## config.mk

```make
export PLATFORM = sky130hd
export DESIGN_NAME = ecc_dsa_top
export DESIGN_NICKNAME = d
export VERILOG_FILES = /design/src/rtl/ecc_pkg.sv /design/src/rtl/ecc_uop_if.sv /design/src/rtl/ecc_apb_regs.sv /design/src/rtl/ecc_arith_unit.sv /design/src/rtl/ecc_dsa_top.sv /design/src/rtl/ecc_scalar_blind.sv /design/src/rtl/ecc_uop_decode.sv
export VERILOG_INCLUDE_DIRS = /design/src /design/src/include
export SDC_FILE = /design/constraint.sdc
export NUM_CORES = 2
export LEC_CHECK = 0
export BUFFER_PORTS_ARGS = -buffer_cell sky130_fd_sc_hd__buf_2
export CAP_MARGIN = 20
export CORE_MARGIN = 2
export CORE_UTILIZATION = 55
export CTS_BUF_LIST = sky130_fd_sc_hd__clkbuf_4 sky130_fd_sc_hd__clkbuf_8
export DETAILED_ROUTE_END_ITERATION = 8
export PLACE_DENSITY = 0.73
export SETUP_SLACK_MARGIN = 0.4
export SLEW_MARGIN = 20
export SYNTH_ARGS = -nofsm -noshare
export SYNTH_HDL_FRONTEND = slang
export SYNTH_SLANG_ARGS = --single-unit
```

## constraint.sdc

```tcl
create_clock -name clk -period 18.2 [get_ports clk]
set_input_delay 3.64 -clock clk [delete_from_list [all_inputs] [get_ports clk]]
set_output_delay 3.64 -clock clk [all_outputs]
set_load 0.005 [all_outputs]
```

## src/include/ecc_cfg.svh

```systemverilog
// configuration macros for the ECC controller
// word and random widths, moduli, generator and APB register map

`ifndef ECC_CFG_SVH
`define ECC_CFG_SVH

`define ECC_WORD_W      32
`define ECC_RND_W       16
`define ECC_PRIME_P     32'hFFFFFFFB
`define ECC_ORDER_Q     32'hFFFFFFC5
`define ECC_GEN_G       32'd7

// APB register offsets
`define ECC_OFS_CTRL      8'h00
`define ECC_OFS_SCACONFIG 8'h04
`define ECC_OFS_STATUS    8'h08
`define ECC_OFS_PRIVKEY   8'h0C
`define ECC_OFS_MSG       8'h10
`define ECC_OFS_NONCE     8'h14
`define ECC_OFS_PUBKEY    8'h18
`define ECC_OFS_SIGN_S    8'h1C
`define ECC_OFS_ZEROIZE   8'h20

`endif

```

## src/rtl/ecc_pkg.sv

```systemverilog
// types shared by the ECC controller
// commands, micro-op opcodes, register ids, operand bundle, microcode word

`include "ecc_cfg.svh"

package ecc_pkg;

    typedef logic [`ECC_WORD_W-1:0] ecc_word_t;

    // operand memory slot, one word plus room for the blinding random
    typedef logic [`ECC_WORD_W+`ECC_RND_W-1:0] ecc_slot_t;

    typedef enum logic [1:0] {
        NOP    = 2'd0,
        KEYGEN = 2'd1,
        SIGN   = 2'd2
    } ecc_cmd_e;

    typedef enum logic [2:0] {
        UOP_NOP,
        UOP_WR_CORE,
        UOP_WR_SCALAR,
        UOP_MULT_P,
        UOP_MULT_Q,
        UOP_ADD_P,
        UOP_SUB_P,
        UOP_RD_CORE
    } ecc_opcode_e;

    typedef enum logic [3:0] {
        CONST_G,
        MSG,
        PRIVKEY,
        NONCE,
        MASK,
        PUBKEY,
        SIGN_S,
        SCALAR
    } ecc_reg_id_e;

    typedef struct packed {
        ecc_word_t privkey;
        ecc_word_t msg;
        ecc_word_t nonce;
    } ecc_operands_t;

    // slot_a is source and destination, last ends the program
    typedef struct packed {
        ecc_opcode_e opcode;
        ecc_reg_id_e reg_id;
        logic [1:0]  slot_a;
        logic [1:0]  slot_b;
        logic        last;
    } ecc_instr_t;

endpackage

```

## src/rtl/ecc_uop_if.sv

```systemverilog
// micro-operation channel from the decoder to the arithmetic unit

`timescale 1ns/10ps

interface ecc_uop_if
    import ecc_pkg::*;
();
    logic        uop_valid;
    ecc_opcode_e opcode;
    ecc_reg_id_e reg_id;
    logic [1:0]  slot_a;
    logic [1:0]  slot_b;
    // multiplier runs over the full blinded width
    logic        wide;
    ecc_slot_t   wr_data;
    logic        busy;
    ecc_word_t   rd_data;

    modport master (
        output uop_valid, opcode, reg_id, slot_a, slot_b, wide, wr_data,
        input  busy, rd_data
    );

    modport slave (
        input  uop_valid, opcode, reg_id, slot_a, slot_b, wide, wr_data,
        output busy, rd_data
    );
endinterface
```

## src/rtl/ecc_apb_regs.sv

```systemverilog
// APB register block of the ECC controller
// software registers, result write-back, status and done interrupt

`timescale 1ns/10ps
`include "ecc_cfg.svh"

module ecc_apb_regs
    import ecc_pkg::*;
(
    input  logic          clk,
    input  logic          reset_n,
    input  logic          psel_i,
    input  logic          penable_i,
    input  logic          pwrite_i,
    input  logic [7:0]    paddr_i,
    input  logic [31:0]   pwdata_i,
    output logic [31:0]   prdata_o,
    output logic          pready_o,
    output logic          pslverr_o,
    input  logic          busy_i,
    input  logic          done_i,
    input  logic          wb_en_i,
    input  ecc_reg_id_e   wb_id_i,
    input  ecc_word_t     wb_data_i,
    output ecc_cmd_e      cmd_o,
    output logic [1:0]    sca_en_o,
    output logic          zeroize_o,
    output ecc_operands_t operands_o,
    output logic          notif_intr_o
);
    logic      wr_en;
    logic      mapped;
    logic      valid_q;
    logic      valid_next;
    ecc_word_t pubkey_q;
    ecc_word_t sign_s_q;

    assign wr_en    = psel_i & penable_i & pwrite_i;
    assign pready_o = 1'b1;

    // VALID is set by done and cleared by a new command
    assign valid_next = done_i ? 1'b1 : ((cmd_o != NOP) ? 1'b0 : valid_q);

    // --------------------------------------------------
    // register writes
    // --------------------------------------------------
    always_ff @(posedge clk or negedge reset_n) begin
        if (!reset_n) begin
            cmd_o        <= NOP;
            sca_en_o     <= '0;
            zeroize_o    <= 1'b0;
            valid_q      <= 1'b0;
            notif_intr_o <= 1'b0;
            operands_o   <= '0;
            pubkey_q     <= '0;
            sign_s_q     <= '0;
        end else begin
            cmd_o     <= NOP;
            zeroize_o <= wr_en && (paddr_i == `ECC_OFS_ZEROIZE) && pwdata_i[0];
            if (wr_en && (paddr_i == `ECC_OFS_CTRL) && !busy_i) begin
                cmd_o <= ecc_cmd_e'(pwdata_i[1:0]);
            end
            if (wr_en && (paddr_i == `ECC_OFS_SCACONFIG)) begin
                sca_en_o <= pwdata_i[1:0];
            end
            if (zeroize_o) begin
                valid_q      <= 1'b0;
                notif_intr_o <= 1'b0;
                operands_o   <= '0;
                pubkey_q     <= '0;
                sign_s_q     <= '0;
            end else begin
                valid_q      <= valid_next;
                // one-cycle pulse on the rising edge of VALID
                notif_intr_o <= valid_next & ~valid_q;
                if (wr_en && (paddr_i == `ECC_OFS_PRIVKEY)) operands_o.privkey <= pwdata_i;
                if (wr_en && (paddr_i == `ECC_OFS_MSG))     operands_o.msg     <= pwdata_i;
                if (wr_en && (paddr_i == `ECC_OFS_NONCE))   operands_o.nonce   <= pwdata_i;
                if (wb_en_i && (wb_id_i == PUBKEY)) pubkey_q <= wb_data_i;
                if (wb_en_i && (wb_id_i == SIGN_S)) sign_s_q <= wb_data_i;
            end
        end
    end

    // --------------------------------------------------
    // read mux and slave error
    // --------------------------------------------------
    always_comb begin
        prdata_o = '0;
        mapped   = 1'b1;
        case (paddr_i)
            `ECC_OFS_CTRL, `ECC_OFS_SCACONFIG, `ECC_OFS_ZEROIZE: prdata_o = '0;
            `ECC_OFS_STATUS:  prdata_o = {30'd0, valid_q, ~busy_i};
            `ECC_OFS_PRIVKEY: prdata_o = operands_o.privkey;
            `ECC_OFS_MSG:     prdata_o = operands_o.msg;
            `ECC_OFS_NONCE:   prdata_o = operands_o.nonce;
            `ECC_OFS_PUBKEY:  prdata_o = pubkey_q;
            `ECC_OFS_SIGN_S:  prdata_o = sign_s_q;
            default:          mapped   = 1'b0;
        endcase
    end

    assign pslverr_o = psel_i & penable_i &
                       (~mapped | (pwrite_i & (paddr_i == `ECC_OFS_CTRL) & busy_i));
endmodule

```

## src/rtl/ecc_arith_unit.sv

```systemverilog
// arithmetic unit of the ECC controller
// operand memory, serial modular multiplier, modular add/sub, mask LFSR

`timescale 1ns/10ps
`include "ecc_cfg.svh"

module ecc_arith_unit
    import ecc_pkg::*;
(
    input  logic     clk,
    input  logic     reset_n,
    input  logic     zeroize_i,
    input  logic     mask_en_i,
    ecc_uop_if.slave uop
);
    localparam int        SLOT_W  = $bits(ecc_slot_t);
    localparam int        PAD_W   = `ECC_RND_W;
    localparam ecc_word_t PRIME_P = `ECC_PRIME_P;
    localparam ecc_word_t ORDER_Q = `ECC_ORDER_Q;
    localparam logic [PAD_W-1:0] PAD = '0;

    ecc_slot_t  mem [4];
    ecc_slot_t  mplier;
    ecc_word_t  mcand, acc, acc_next, dbl, modulus, start_mod;
    ecc_word_t  op_a, op_b, red_a, red_b, addsub_res, lfsr;
    logic [5:0] bit_cnt;
    logic [1:0] dst;
    logic       mult_start;

    // one conditional subtraction, input below twice the modulus
    function automatic ecc_word_t mod_red(input logic [`ECC_WORD_W:0] x, input ecc_word_t m);
        if (x >= {1'b0, m}) begin
            return ecc_word_t'(x - {1'b0, m});
        end
        return ecc_word_t'(x);
    endfunction

    // words sit in the upper part of a slot
    assign op_a        = ecc_word_t'(mem[uop.slot_a] >> PAD_W);
    assign op_b        = ecc_word_t'(mem[uop.slot_b] >> PAD_W);
    assign uop.rd_data = op_a;
    assign uop.busy    = (bit_cnt != '0);

    // --------------------------------------------------
    // modular add / subtract mod P
    // --------------------------------------------------
    assign red_a = mod_red({1'b0, op_a}, PRIME_P);
    assign red_b = mod_red({1'b0, op_b}, PRIME_P);

    always_comb begin
        if (uop.opcode == UOP_SUB_P) begin
            addsub_res = (red_a >= red_b) ? red_a - red_b : red_a + (PRIME_P - red_b);
        end else begin
            addsub_res = mod_red({1'b0, red_a} + {1'b0, red_b}, PRIME_P);
        end
    end

    // --------------------------------------------------
    // serial multiplier, msb first, one bit per cycle
    // --------------------------------------------------
    assign mult_start = uop.uop_valid &&
                        ((uop.opcode == UOP_MULT_P) || (uop.opcode == UOP_MULT_Q));
    assign start_mod  = (uop.opcode == UOP_MULT_Q) ? ORDER_Q : PRIME_P;
    assign dbl        = mod_red({acc, 1'b0}, modulus);
    assign acc_next   = mod_red({1'b0, dbl} + ({(`ECC_WORD_W+1){mplier[SLOT_W-1]}} &
                                               {1'b0, mcand}), modulus);

    always_ff @(posedge clk or negedge reset_n) begin
        if (!reset_n) begin
            bit_cnt <= '0;
            lfsr    <= 32'h1;
        end else if (zeroize_i) begin
            bit_cnt <= '0;
            lfsr    <= 32'h1;
        end else begin
            // free-running galois LFSR for the mask d
            lfsr <= (lfsr >> 1) ^ (lfsr[0] ? 32'hA300_0000 : 32'h0);
            if (mult_start) begin
                bit_cnt <= uop.wide ? 6'(SLOT_W) : 6'(`ECC_WORD_W);
            end else if (bit_cnt != '0) begin
                bit_cnt <= bit_cnt - 6'd1;
            end
        end
    end

    // --------------------------------------------------
    // operand memory and multiplier datapath
    // --------------------------------------------------
    always_ff @(posedge clk) begin
        if (zeroize_i) begin
            for (int i = 0; i < 4; i++) begin
                mem[i] <= '0;
            end
        end else if (mult_start) begin
            modulus <= start_mod;
            mcand   <= mod_red({1'b0, op_a}, start_mod);
            acc     <= '0;
            mplier  <= mem[uop.slot_b];
            dst     <= uop.slot_a;
        end else if (bit_cnt != '0) begin
            acc    <= acc_next;
            mplier <= mplier << 1;
            if (bit_cnt == 6'd1) begin
                mem[dst] <= {acc_next, PAD};
            end
        end else if (uop.uop_valid) begin
            case (uop.opcode)
                UOP_WR_CORE: begin
                    if (uop.reg_id == MASK) begin
                        mem[uop.slot_a] <= {(mask_en_i ? lfsr : 32'h0), PAD};
                    end else begin
                        mem[uop.slot_a] <= uop.wr_data;
                    end
                end
                UOP_WR_SCALAR:      mem[uop.slot_a] <= uop.wr_data;
                UOP_ADD_P, UOP_SUB_P: mem[uop.slot_a] <= {addsub_res, PAD};
                default: ;
            endcase
        end
    end
endmodule

```

## src/rtl/ecc_dsa_top.sv

```systemverilog
// top level of the ECC controller with plain APB ports

`timescale 1ns/10ps

module ecc_dsa_top
    import ecc_pkg::*;
(
    input  logic        clk,
    input  logic        reset_n,
    input  logic        psel_i,
    input  logic        penable_i,
    input  logic        pwrite_i,
    input  logic [7:0]  paddr_i,
    input  logic [31:0] pwdata_i,
    output logic [31:0] prdata_o,
    output logic        pready_o,
    output logic        pslverr_o,
    output logic        notif_intr_o
);
    ecc_cmd_e      cmd;
    logic [1:0]    sca_en;
    logic          zeroize;
    ecc_operands_t operands;
    logic          busy;
    logic          done;
    logic          wb_en;
    ecc_reg_id_e   wb_id;
    ecc_word_t     wb_data;
    logic          blind_start;
    logic          blind_busy;
    ecc_word_t     scalar;
    ecc_slot_t     blinded;

    ecc_uop_if uop_bus ();

    ecc_apb_regs u_regs (
        .clk(clk), .reset_n(reset_n),
        .psel_i(psel_i), .penable_i(penable_i), .pwrite_i(pwrite_i),
        .paddr_i(paddr_i), .pwdata_i(pwdata_i), .prdata_o(prdata_o),
        .pready_o(pready_o), .pslverr_o(pslverr_o),
        .busy_i(busy), .done_i(done),
        .wb_en_i(wb_en), .wb_id_i(wb_id), .wb_data_i(wb_data),
        .cmd_o(cmd), .sca_en_o(sca_en), .zeroize_o(zeroize),
        .operands_o(operands), .notif_intr_o(notif_intr_o)
    );

    ecc_uop_decode u_decode (
        .clk(clk), .reset_n(reset_n),
        .cmd_i(cmd), .sca_en_i(sca_en), .zeroize_i(zeroize), .operands_i(operands),
        .uop(uop_bus.master),
        .blind_start_o(blind_start), .scalar_o(scalar),
        .blinded_i(blinded), .blind_busy_i(blind_busy),
        .wb_en_o(wb_en), .wb_id_o(wb_id), .wb_data_o(wb_data),
        .busy_o(busy), .done_o(done)
    );

    ecc_arith_unit u_arith (
        .clk(clk), .reset_n(reset_n), .zeroize_i(zeroize),
        .mask_en_i(sca_en[1]), .uop(uop_bus.slave)
    );

    ecc_scalar_blind u_blind (
        .clk(clk), .reset_n(reset_n), .zeroize_i(zeroize),
        .start_i(blind_start), .scalar_i(scalar),
        .blinded_o(blinded), .busy_o(blind_busy)
    );
endmodule

```

## src/rtl/ecc_scalar_blind.sv

```systemverilog
// scalar blinding, k + r*Q with r from a 16-bit LFSR

`timescale 1ns/10ps
`include "ecc_cfg.svh"

module ecc_scalar_blind
    import ecc_pkg::*;
(
    input  logic      clk,
    input  logic      reset_n,
    input  logic      zeroize_i,
    input  logic      start_i,
    input  ecc_word_t scalar_i,
    output ecc_slot_t blinded_o,
    output logic      busy_o
);
    logic [`ECC_RND_W-1:0] lfsr;
    logic [`ECC_RND_W-1:0] r_bits;
    logic [4:0]            step_cnt;
    ecc_slot_t             acc;
    ecc_slot_t             rq;

    always_ff @(posedge clk or negedge reset_n) begin
        if (!reset_n) begin
            lfsr     <= 16'hACE1;
            step_cnt <= '0;
        end else if (zeroize_i) begin
            lfsr     <= 16'hACE1;
            step_cnt <= '0;
        end else if (start_i) begin
            // new r for every blinding
            lfsr     <= (lfsr >> 1) ^ (lfsr[0] ? 16'hB400 : 16'h0);
            step_cnt <= 5'(`ECC_RND_W);
        end else if (step_cnt != '0) begin
            step_cnt <= step_cnt - 5'd1;
        end
    end

    // one bit of r per step, lsb first, adding Q shifted by the bit position
    always_ff @(posedge clk) begin
        if (zeroize_i) begin
            acc <= '0;
        end else if (start_i) begin
            acc    <= ecc_slot_t'(scalar_i);
            rq     <= ecc_slot_t'(`ECC_ORDER_Q);
            r_bits <= lfsr;
        end else if (step_cnt != '0) begin
            if (r_bits[0]) begin
                acc <= acc + rq;
            end
            rq     <= rq << 1;
            r_bits <= r_bits >> 1;
        end
    end

    assign blinded_o = acc;
    assign busy_o    = (step_cnt != '0);
endmodule

```

## src/rtl/ecc_uop_decode.sv

```systemverilog
// microcode sequencer of the ECC controller
// program counter FSM, microcode ROM and operand selection

`timescale 1ns/10ps
`include "ecc_cfg.svh"

module ecc_uop_decode
    import ecc_pkg::*;
(
    input  logic          clk,
    input  logic          reset_n,
    input  ecc_cmd_e      cmd_i,
    input  logic [1:0]    sca_en_i,
    input  logic          zeroize_i,
    input  ecc_operands_t operands_i,
    ecc_uop_if.master     uop,
    output logic          blind_start_o,
    output ecc_word_t     scalar_o,
    input  ecc_slot_t     blinded_i,
    input  logic          blind_busy_i,
    output logic          wb_en_o,
    output ecc_reg_id_e   wb_id_o,
    output ecc_word_t     wb_data_o,
    output logic          busy_o,
    output logic          done_o
);
    localparam logic [4:0] PC_NOP     = 5'd0;
    localparam logic [4:0] PC_KG_S    = 5'd1;
    localparam logic [4:0] PC_SGN_S   = 5'd5;
    localparam logic [4:0] PC_SGN_M_S = 5'd11;
    localparam logic [`ECC_RND_W-1:0] PAD = '0;

    logic [4:0] pc;
    logic       issue;
    ecc_instr_t instr;

    // --------------------------------------------------
    // microcode ROM
    // --------------------------------------------------
    always_comb begin
        case (pc)
            // KEYGEN: pubkey = privkey * G mod Q
            5'd1:  instr = '{UOP_WR_CORE,   CONST_G, 2'd0, 2'd0, 1'b0};
            5'd2:  instr = '{UOP_WR_SCALAR, SCALAR,  2'd1, 2'd0, 1'b0};
            5'd3:  instr = '{UOP_MULT_Q,    SCALAR,  2'd0, 2'd1, 1'b0};
            5'd4:  instr = '{UOP_RD_CORE,   PUBKEY,  2'd0, 2'd0, 1'b1};
            // SIGN: s = msg + privkey * nonce mod P
            5'd5:  instr = '{UOP_WR_CORE,   PRIVKEY, 2'd0, 2'd0, 1'b0};
            5'd6:  instr = '{UOP_WR_CORE,   NONCE,   2'd1, 2'd0, 1'b0};
            5'd7:  instr = '{UOP_MULT_P,    SIGN_S,  2'd0, 2'd1, 1'b0};
            5'd8:  instr = '{UOP_WR_CORE,   MSG,     2'd2, 2'd0, 1'b0};
            5'd9:  instr = '{UOP_ADD_P,     SIGN_S,  2'd0, 2'd2, 1'b0};
            5'd10: instr = '{UOP_RD_CORE,   SIGN_S,  2'd0, 2'd0, 1'b1};
            // masked SIGN: ((priv-d)*nonce + (msg-d)) + (d*nonce + d)
            5'd11: instr = '{UOP_WR_CORE,   MASK,    2'd3, 2'd0, 1'b0};
            5'd12: instr = '{UOP_WR_CORE,   PRIVKEY, 2'd0, 2'd0, 1'b0};
            5'd13: instr = '{UOP_SUB_P,     SIGN_S,  2'd0, 2'd3, 1'b0};
            5'd14: instr = '{UOP_WR_CORE,   NONCE,   2'd1, 2'd0, 1'b0};
            5'd15: instr = '{UOP_MULT_P,    SIGN_S,  2'd0, 2'd1, 1'b0};
            5'd16: instr = '{UOP_WR_CORE,   MSG,     2'd2, 2'd0, 1'b0};
            5'd17: instr = '{UOP_SUB_P,     SIGN_S,  2'd2, 2'd3, 1'b0};
            5'd18: instr = '{UOP_ADD_P,     SIGN_S,  2'd0, 2'd2, 1'b0};
            // copy d into slot 2 before slot 3 is overwritten
            5'd19: instr = '{UOP_SUB_P,     MASK,    2'd2, 2'd2, 1'b0};
            5'd20: instr = '{UOP_ADD_P,     MASK,    2'd2, 2'd3, 1'b0};
            5'd21: instr = '{UOP_MULT_P,    MASK,    2'd3, 2'd1, 1'b0};
            5'd22: instr = '{UOP_ADD_P,     MASK,    2'd3, 2'd2, 1'b0};
            5'd23: instr = '{UOP_ADD_P,     SIGN_S,  2'd0, 2'd3, 1'b0};
            5'd24: instr = '{UOP_RD_CORE,   SIGN_S,  2'd0, 2'd0, 1'b1};
            default: instr = '{UOP_NOP,     CONST_G, 2'd0, 2'd0, 1'b1};
        endcase
    end

    // --------------------------------------------------
    // program counter FSM
    // --------------------------------------------------
    // hold while the multiplier or the blinder works
    assign issue = (pc != PC_NOP) && !uop.busy && !blind_busy_i;

    always_ff @(posedge clk or negedge reset_n) begin
        if (!reset_n) begin
            pc <= PC_NOP;
        end else if (zeroize_i) begin
            pc <= PC_NOP;
        end else if (pc == PC_NOP) begin
            case (cmd_i)
                KEYGEN:  pc <= PC_KG_S;
                SIGN:    pc <= sca_en_i[1] ? PC_SGN_M_S : PC_SGN_S;
                default: pc <= PC_NOP;
            endcase
        end else if (issue) begin
            pc <= instr.last ? PC_NOP : pc + 5'd1;
        end
    end

    // blinding starts together with KEYGEN so the scalar is ready at the write
    assign blind_start_o = (pc == PC_NOP) && (cmd_i == KEYGEN) && sca_en_i[0] && !zeroize_i;
    assign scalar_o      = operands_i.privkey;

    // --------------------------------------------------
    // micro-op drive and operand selection
    // --------------------------------------------------
    assign uop.uop_valid = issue && (instr.opcode != UOP_NOP);
    assign uop.opcode    = instr.opcode;
    assign uop.reg_id    = instr.reg_id;
    assign uop.slot_a    = instr.slot_a;
    assign uop.slot_b    = instr.slot_b;
    assign uop.wide      = sca_en_i[0] && (instr.opcode == UOP_MULT_Q);

    always_comb begin
        uop.wr_data = '0;
        if (instr.opcode == UOP_WR_SCALAR) begin
            uop.wr_data = sca_en_i[0] ? blinded_i : {operands_i.privkey, PAD};
        end else begin
            case (instr.reg_id)
                CONST_G: uop.wr_data = {`ECC_GEN_G, PAD};
                MSG:     uop.wr_data = {operands_i.msg, PAD};
                PRIVKEY: uop.wr_data = {operands_i.privkey, PAD};
                NONCE:   uop.wr_data = {operands_i.nonce, PAD};
                default: uop.wr_data = '0;
            endcase
        end
    end

    assign wb_en_o   = issue && (instr.opcode == UOP_RD_CORE);
    assign wb_id_o   = instr.reg_id;
    assign wb_data_o = uop.rd_data;
    assign busy_o    = (pc != PC_NOP);
    assign done_o    = issue && instr.last;
endmodule

```

# [After elaboration in Yosys (flattened, before gate mapping)]
# Memory sizes are Yosys's and may differ from the RTL's.
# Cells that the tools add are included.
# Widths: inputs -> output; s select.
[totals] out_inout_bits=35 word_cells=256 mem_count=2 ram_bits=192 romBits=352 regBits=489 in_bits=45
[mem_list] memory="(name not given)" depth=32 word_bits=11 read_ports=1 rd_ports_with_merged_regs=0 wr=0 line="ecc_uop_decode.sv:41" rtl="case (pc)"
[mem_list] memory="u_arith.mem" depth=4 word_bits=48 read_ports=2 rd_ports_with_merged_regs=0 wr=4 line="ecc_arith_unit.sv:22" rtl="ecc_slot_t mem [4];"
[classes] muxes=112 n_addsub=15 eq_ne=24 reduce_logical=55 n_lt_le_gt_ge=7 n_bitwise=17
[ops] op="$mux 32" n=28
[ops] op="$mux 48" n=10
[ops] op="$pmux 32 s6" n=1
[ops] op="$pmux 48 s4" n=1
[ops] op="$sub 32x32->32" n=4
[ops] op="$mux 96" n=1
[ops] op="$reduce_or 48->1" n=2
[ops] op="$sub 32x32->32 const B" n=3
[ops] op="$mux 16" n=5
[ops] op="$ge 33x32->1" n=2
[ops] op="$ge 32x32->1" n=2
[ops] op="$ge 32x32->1 const B" n=2
[ops] op="$mux 1" n=49
[ops] op="$add 48x48->48" n=1
[ops] op="$mux 5" n=8
[ops] op="$add 32x32->33" n=1
[ops] op="$add 32x33->33" n=1
[ops] op="$and 33x32->33" n=1
[ops] op="$ge 33x32->1 const B" n=1
[ops] op="$add 32x32->32" n=1
[ops] op="$eq 8x5->1 const B" n=4
[ops] op="$sub 32x32->32 const A" n=1
[ops] op="$xor 31x32->32" n=1
[ops] op="$mux 6" n=4
[ops] op="other kinds (35)" n=96

# [Longest topological paths before layout]
[logic_depth] word_depth=15 mapped_depth=37 depth_no_buf=30

# [Modules after synthesis]
# Synthesis repeated with hierarchy kept, for this count alone.
[hier_totals] cells_unflattened=5411 hier_area_um2=49154.6
[by_module_without_submodules] mod="ecc_arith_unit" seq_area_each_um2=10201.0 instances=1 cells_each=3142 area_each_um2=28715.0
[by_module_without_submodules] mod="ecc_apb_regs" seq_area_each_um2=4179.0 instances=1 cells_each=846 area_each_um2=8765.9
[by_module_without_submodules] mod="ecc_scalar_blind" seq_area_each_um2=3418.3 instances=1 cells_each=942 area_each_um2=8284.2
[by_module_without_submodules] mod="ecc_uop_decode" seq_area_each_um2=125.1 instances=1 cells_each=481 area_each_um2=3389.5

# [Least setup slack after synthesis]
# Ideal clock, no wire load.
[synth_timing] path_type="input port to output port" start="input paddr_i[5]" end="output prdata_o[13]" required_ns=14.560 stages=8 t_arrival_ns=5.154 path_buffers=3 setup_slack_ns=9.406 cell_sequence="nor3_1 -> and4_1 -> clkbuf_1 -> and2_1 -> clkbuf_1 -> clkbuf_1 -> a222oi_1 -> nand2_1"
[synth_via] elab_chain_len=2 word_cells_on_any_way=7 cone_classes="6 x eq/ne; 1 x mux"
[synth_lines] item="from (decl)" line="ecc_dsa_top.sv:13" rtl="input logic [7:0] paddr_i,"
[synth_lines] item="$eq 8x5->1 or $eq 8x4->1 (tied branches)" line="ecc_apb_regs.sv:91" rtl="case (paddr_i)"
[synth_lines] item="$pmux 32 s6 (*)" line="ecc_apb_regs.sv:91"
[synth_lines] item="to (decl)" line="ecc_dsa_top.sv:15" rtl="output logic [31:0] prdata_o,"
# Every way passes the cells marked *; elsewhere a longest branch is shown, timed or not.

==> results.md <==
- Post-layout net count: 5394
- Die area: 0.0836 mm2
- Ys async rst share: 0.355
- Routed wire length: 156000 um
- Synth Area in Adders: 0.0693
- Share of layout cells above drive strength 1: 0.103
- TritonCTS Sinks: 651
- Syn. warnings: 0
- Slowest stage cell, crit path: dfrtp_1
- Max Clk Rate: 0.0961 GHz
- Primary FF master, synth: edfxtp_1
- Critical Path AT: 10.85 ns
- Sw frac: 0.470
- Pwr per Cell Area: 174 mW/mm2
- Via density: 6.39
- Syn_area_per_cell: 8.74 um2
- Grt ovf: 0
- Actual slew at the worst max-slew pin: 1.25 ns
- Vias in the first global route: 37.3k
- IO Port Bufs: 78
- Post-synth top cells: nand2_1 (882), nor2_1 (479), edfxtp_1 (372)
- Final Core Density: 0.604
- Leading area contributor after synthesis: edfxtp_1
- Count leader, synth: nand2_1
- Slew HR: 0.157
- Latest clock arrival within the worst-skew pair: 0.79 ns
- EDFF count, synth: 372
- Yosys top cell area share: 0.250
- Hpwl dp: 111000 um
- CTS hold repair buffers: 0
- Slew Limit Fails: 0
- Crit path kind: reg -> reg
- Die height: 289 um
- Final min period: 10.41 ns
- First-pass GRT wire length: 230000 um
- Clk network pwr share: 0.172
- Post-DP Area: 0.0461 mm2
- Combinational share of power: 0.581
- RSZ-0062 raised after global routing: false
- Gr usage total: 0.364
- Via count: 40.1k
- Resize count post-CTS: 0
- Layout Skew: 0.0735 ns
- Reg2Reg Depth: 31
- Max clock buf depth: 3
- Root buf cell: clkbuf_8
- NetSw: 3.98 mW
- Synth Instances: 5122
- Largest family of logic cells by synthesized area: simple AND/OR/NAND/NOR gates
- Post-synthesis sequential area ratio: 0.401
- Period utilisation layout: 0.572
- Initial antenna violation count: 15
- Netlist cell types: 117
- Endpoint class of the critical path: register
- Pin count of the biggest net entering global routing: 115
- Post-Synth XOR/XNOR Area: 0.0452
- H-Tree Depth: 3
- Starting Density: 0.555
- Worst path most repeated cell: buf_4
- Post-route cell area: 0.0486 mm2
- Global placer's final weighted congestion: 0.995
- Area Growth Syn to Fin: 8.66%
- Chip width: 289 um
- Flop pwr share: 0.247
- Post-CTS Setup Bufs: 0
- Critical Path Fanout Max: 38
- Max-cap violations: 0
- Ports: 80
- CTS tree: yes
- Max VDD drop: 0.111 mV
- Hold Crit Class: reg -> reg
- Startpoint Class: register
- Pint: 4.49 mW
- Slowest cell delay on critical path: 0.86 ns
- CP required: 18.64 ns
- WHS: 0.492 ns
- Final setup fails: 0
- Compound-Gate Fraction of Synth Area: 0.176
- Worst-path clk slew: 0.06 ns
- Seq. cell area: 0.0179 mm2
- FF+latch count, synth: 651
- Fillers: 7045
- WL per Instance: 24.8 um
- # DRC: 0
- Core area: 0.0805 mm2
- Final Hold Vio Count: 0
- Syn_nets: 5410
- Fin Setup TNS: 0 ns
- DRT antenna net count: 0
- Cell area after synthesis: 0.0447 mm2
- R2R Setup Slk: 7.79 ns
- Mux contribution to synthesized area: 0.0437
- Leak: 20.8 nW
- Status: complete, no violations
- # rows: 104
- Worst Hold Path Cells: 2
- Largest cells by area after synthesis: edfxtp_1 (25%), dfrtp_1 (12%), nand2_1 (7.4%), ha_1 (6.6%), nor2_1 (4.0%)
- Post-synthesis simple-gate area fraction: 0.220
- CTS buffer count: 110
- DRT Pass-1 Iters: 9
- Combined area of the multi-input logic cells: 0.0250 mm2
- Drt first-iter violations: 4578
-- logic make-up (layout without fill, tap and decap cells) --
family / Yosys count / count (layout)
AOI/OAI and AO/OA: 1180 / 1180
xor gates and xnor gates: 230 / 230
adders and majority gates: 243 / 243
buffers and inverters: 505 / 585
DFF: 651 / 651
muxes: 188 / 188
other: 1 / 11
and+or+nand+nor: 2124 / 2124
-- layout by cell type, fill, tap and decap left out, types with 59 or more instances in the layout --
cell,Yosys,routed
nor2b_1,111,109
a21o_1,71,71
dfrtp_1,222,221
xnor2_1,166,166
buf_2,36,77
xor2_1,63,63
nor3_1,81,78
nor2_1,479,475
nand3_1,107,105
a31oi_1,61,60
inv_1,201,201
nand2b_1,78,74
mux2i_1,148,148
a22oi_1,60,59
o21ai_0,213,211
nand2_1,882,878
ha_1,235,235
and3_1,69,67
buf_4,7,88
edfxtp_1,372,372
clkbuf_8,0,127
a21oi_1,355,351
and2_1,125,122
-- final timing paths --
path / start / endpoint
setup / recovery: u_decode.pc[4] / u_arith.mem[2][31]
hold reg to reg: u_blind.lfsr[6] / u_blind.lfsr[5]
min in group asynchronous: reset_n / u_regs.operands_o[3]
hold / removal: u_blind.lfsr[6] / u_blind.lfsr[5]
setup reg to reg: u_decode.pc[4] / u_arith.mem[2][31]
max in group asynchronous: reset_n / u_regs.zeroize_o
-- critical path, delay by kind of cell, from the launching register on --
family,cells,cell delay (ns)
buffers and inverters,6,1.84
AO/OA/AOI/OAI,8,2.37
AND/OR/NAND/NOR,16,4.38
flip-flops,1,0.86
adder cells (fa/ha/maj),1,0.60
-- layer usage --
layer,vias to the layer above,part of all wire,GRT usage
met1,19100,0.38,0.463
met5,-,0.00037,0
li1,18200,-,-
met4,10,0.080,0.253
met3,555,0.099,0.0780
met2,2228,0.44,0.555
-- layout make-up --
type | instances | area share
Tap cell | 1060 | 0.0273
Timing Repair Buffer | 167 | 0.0222
Multi-Input combinational cell | 3966 | 0.515
Antenna cell | 10 | 0.000515
Sequential cell | 651 | 0.369
Clock buffer | 164 | 0.0417
Clock inverter | 44 | 0.00872
Inverter | 210 | 0.0162
-- power by group through the flow --
stage | sequential (mW) | combinational, mW | clock [mW]
5_1_grt | 2.12 | 5.33 | 1.53
2_1_floorplan | 2.03 | 3.48 | 0
3_3_place_gp | 2.11 | 4.74 | 0
3_5_place_dp | 2.11 | 4.78 | 0
4_1_cts | 2.08 | 4.81 | 1.47
6_report | 2.09 | 4.92 | 1.46
-- metrics by stage --
step                      power [mW]  std cells  setup WS [ns]
after floorplan                 5.51       5122           9.41
after global placement          6.84       6053           8.16
after detailed placement        6.89       6053           8.02
after CTS                       8.37       6261           7.96
after global routing            8.97       6263           7.10
final                           8.47       6272           7.79
-- sequential cells by signal (all words and copies together) (netlist names), 5 cells and up --
name               flops
u_arith.mem          192
u_regs.operands_o     96
u_arith.mplier        48
u_blind.blinded_o     48
u_blind.rq            48
u_arith.acc           32
u_arith.lfsr          32
u_arith.mcand         32
u_regs.pubkey_q       32
u_regs.sign_s_q       32
u_blind.lfsr          16
u_blind.r_bits        16
u_arith.bit_cnt        6
u_blind.step_cnt       5
u_decode.pc            5
Note: power is estimated with default switching activity, not from simulation.
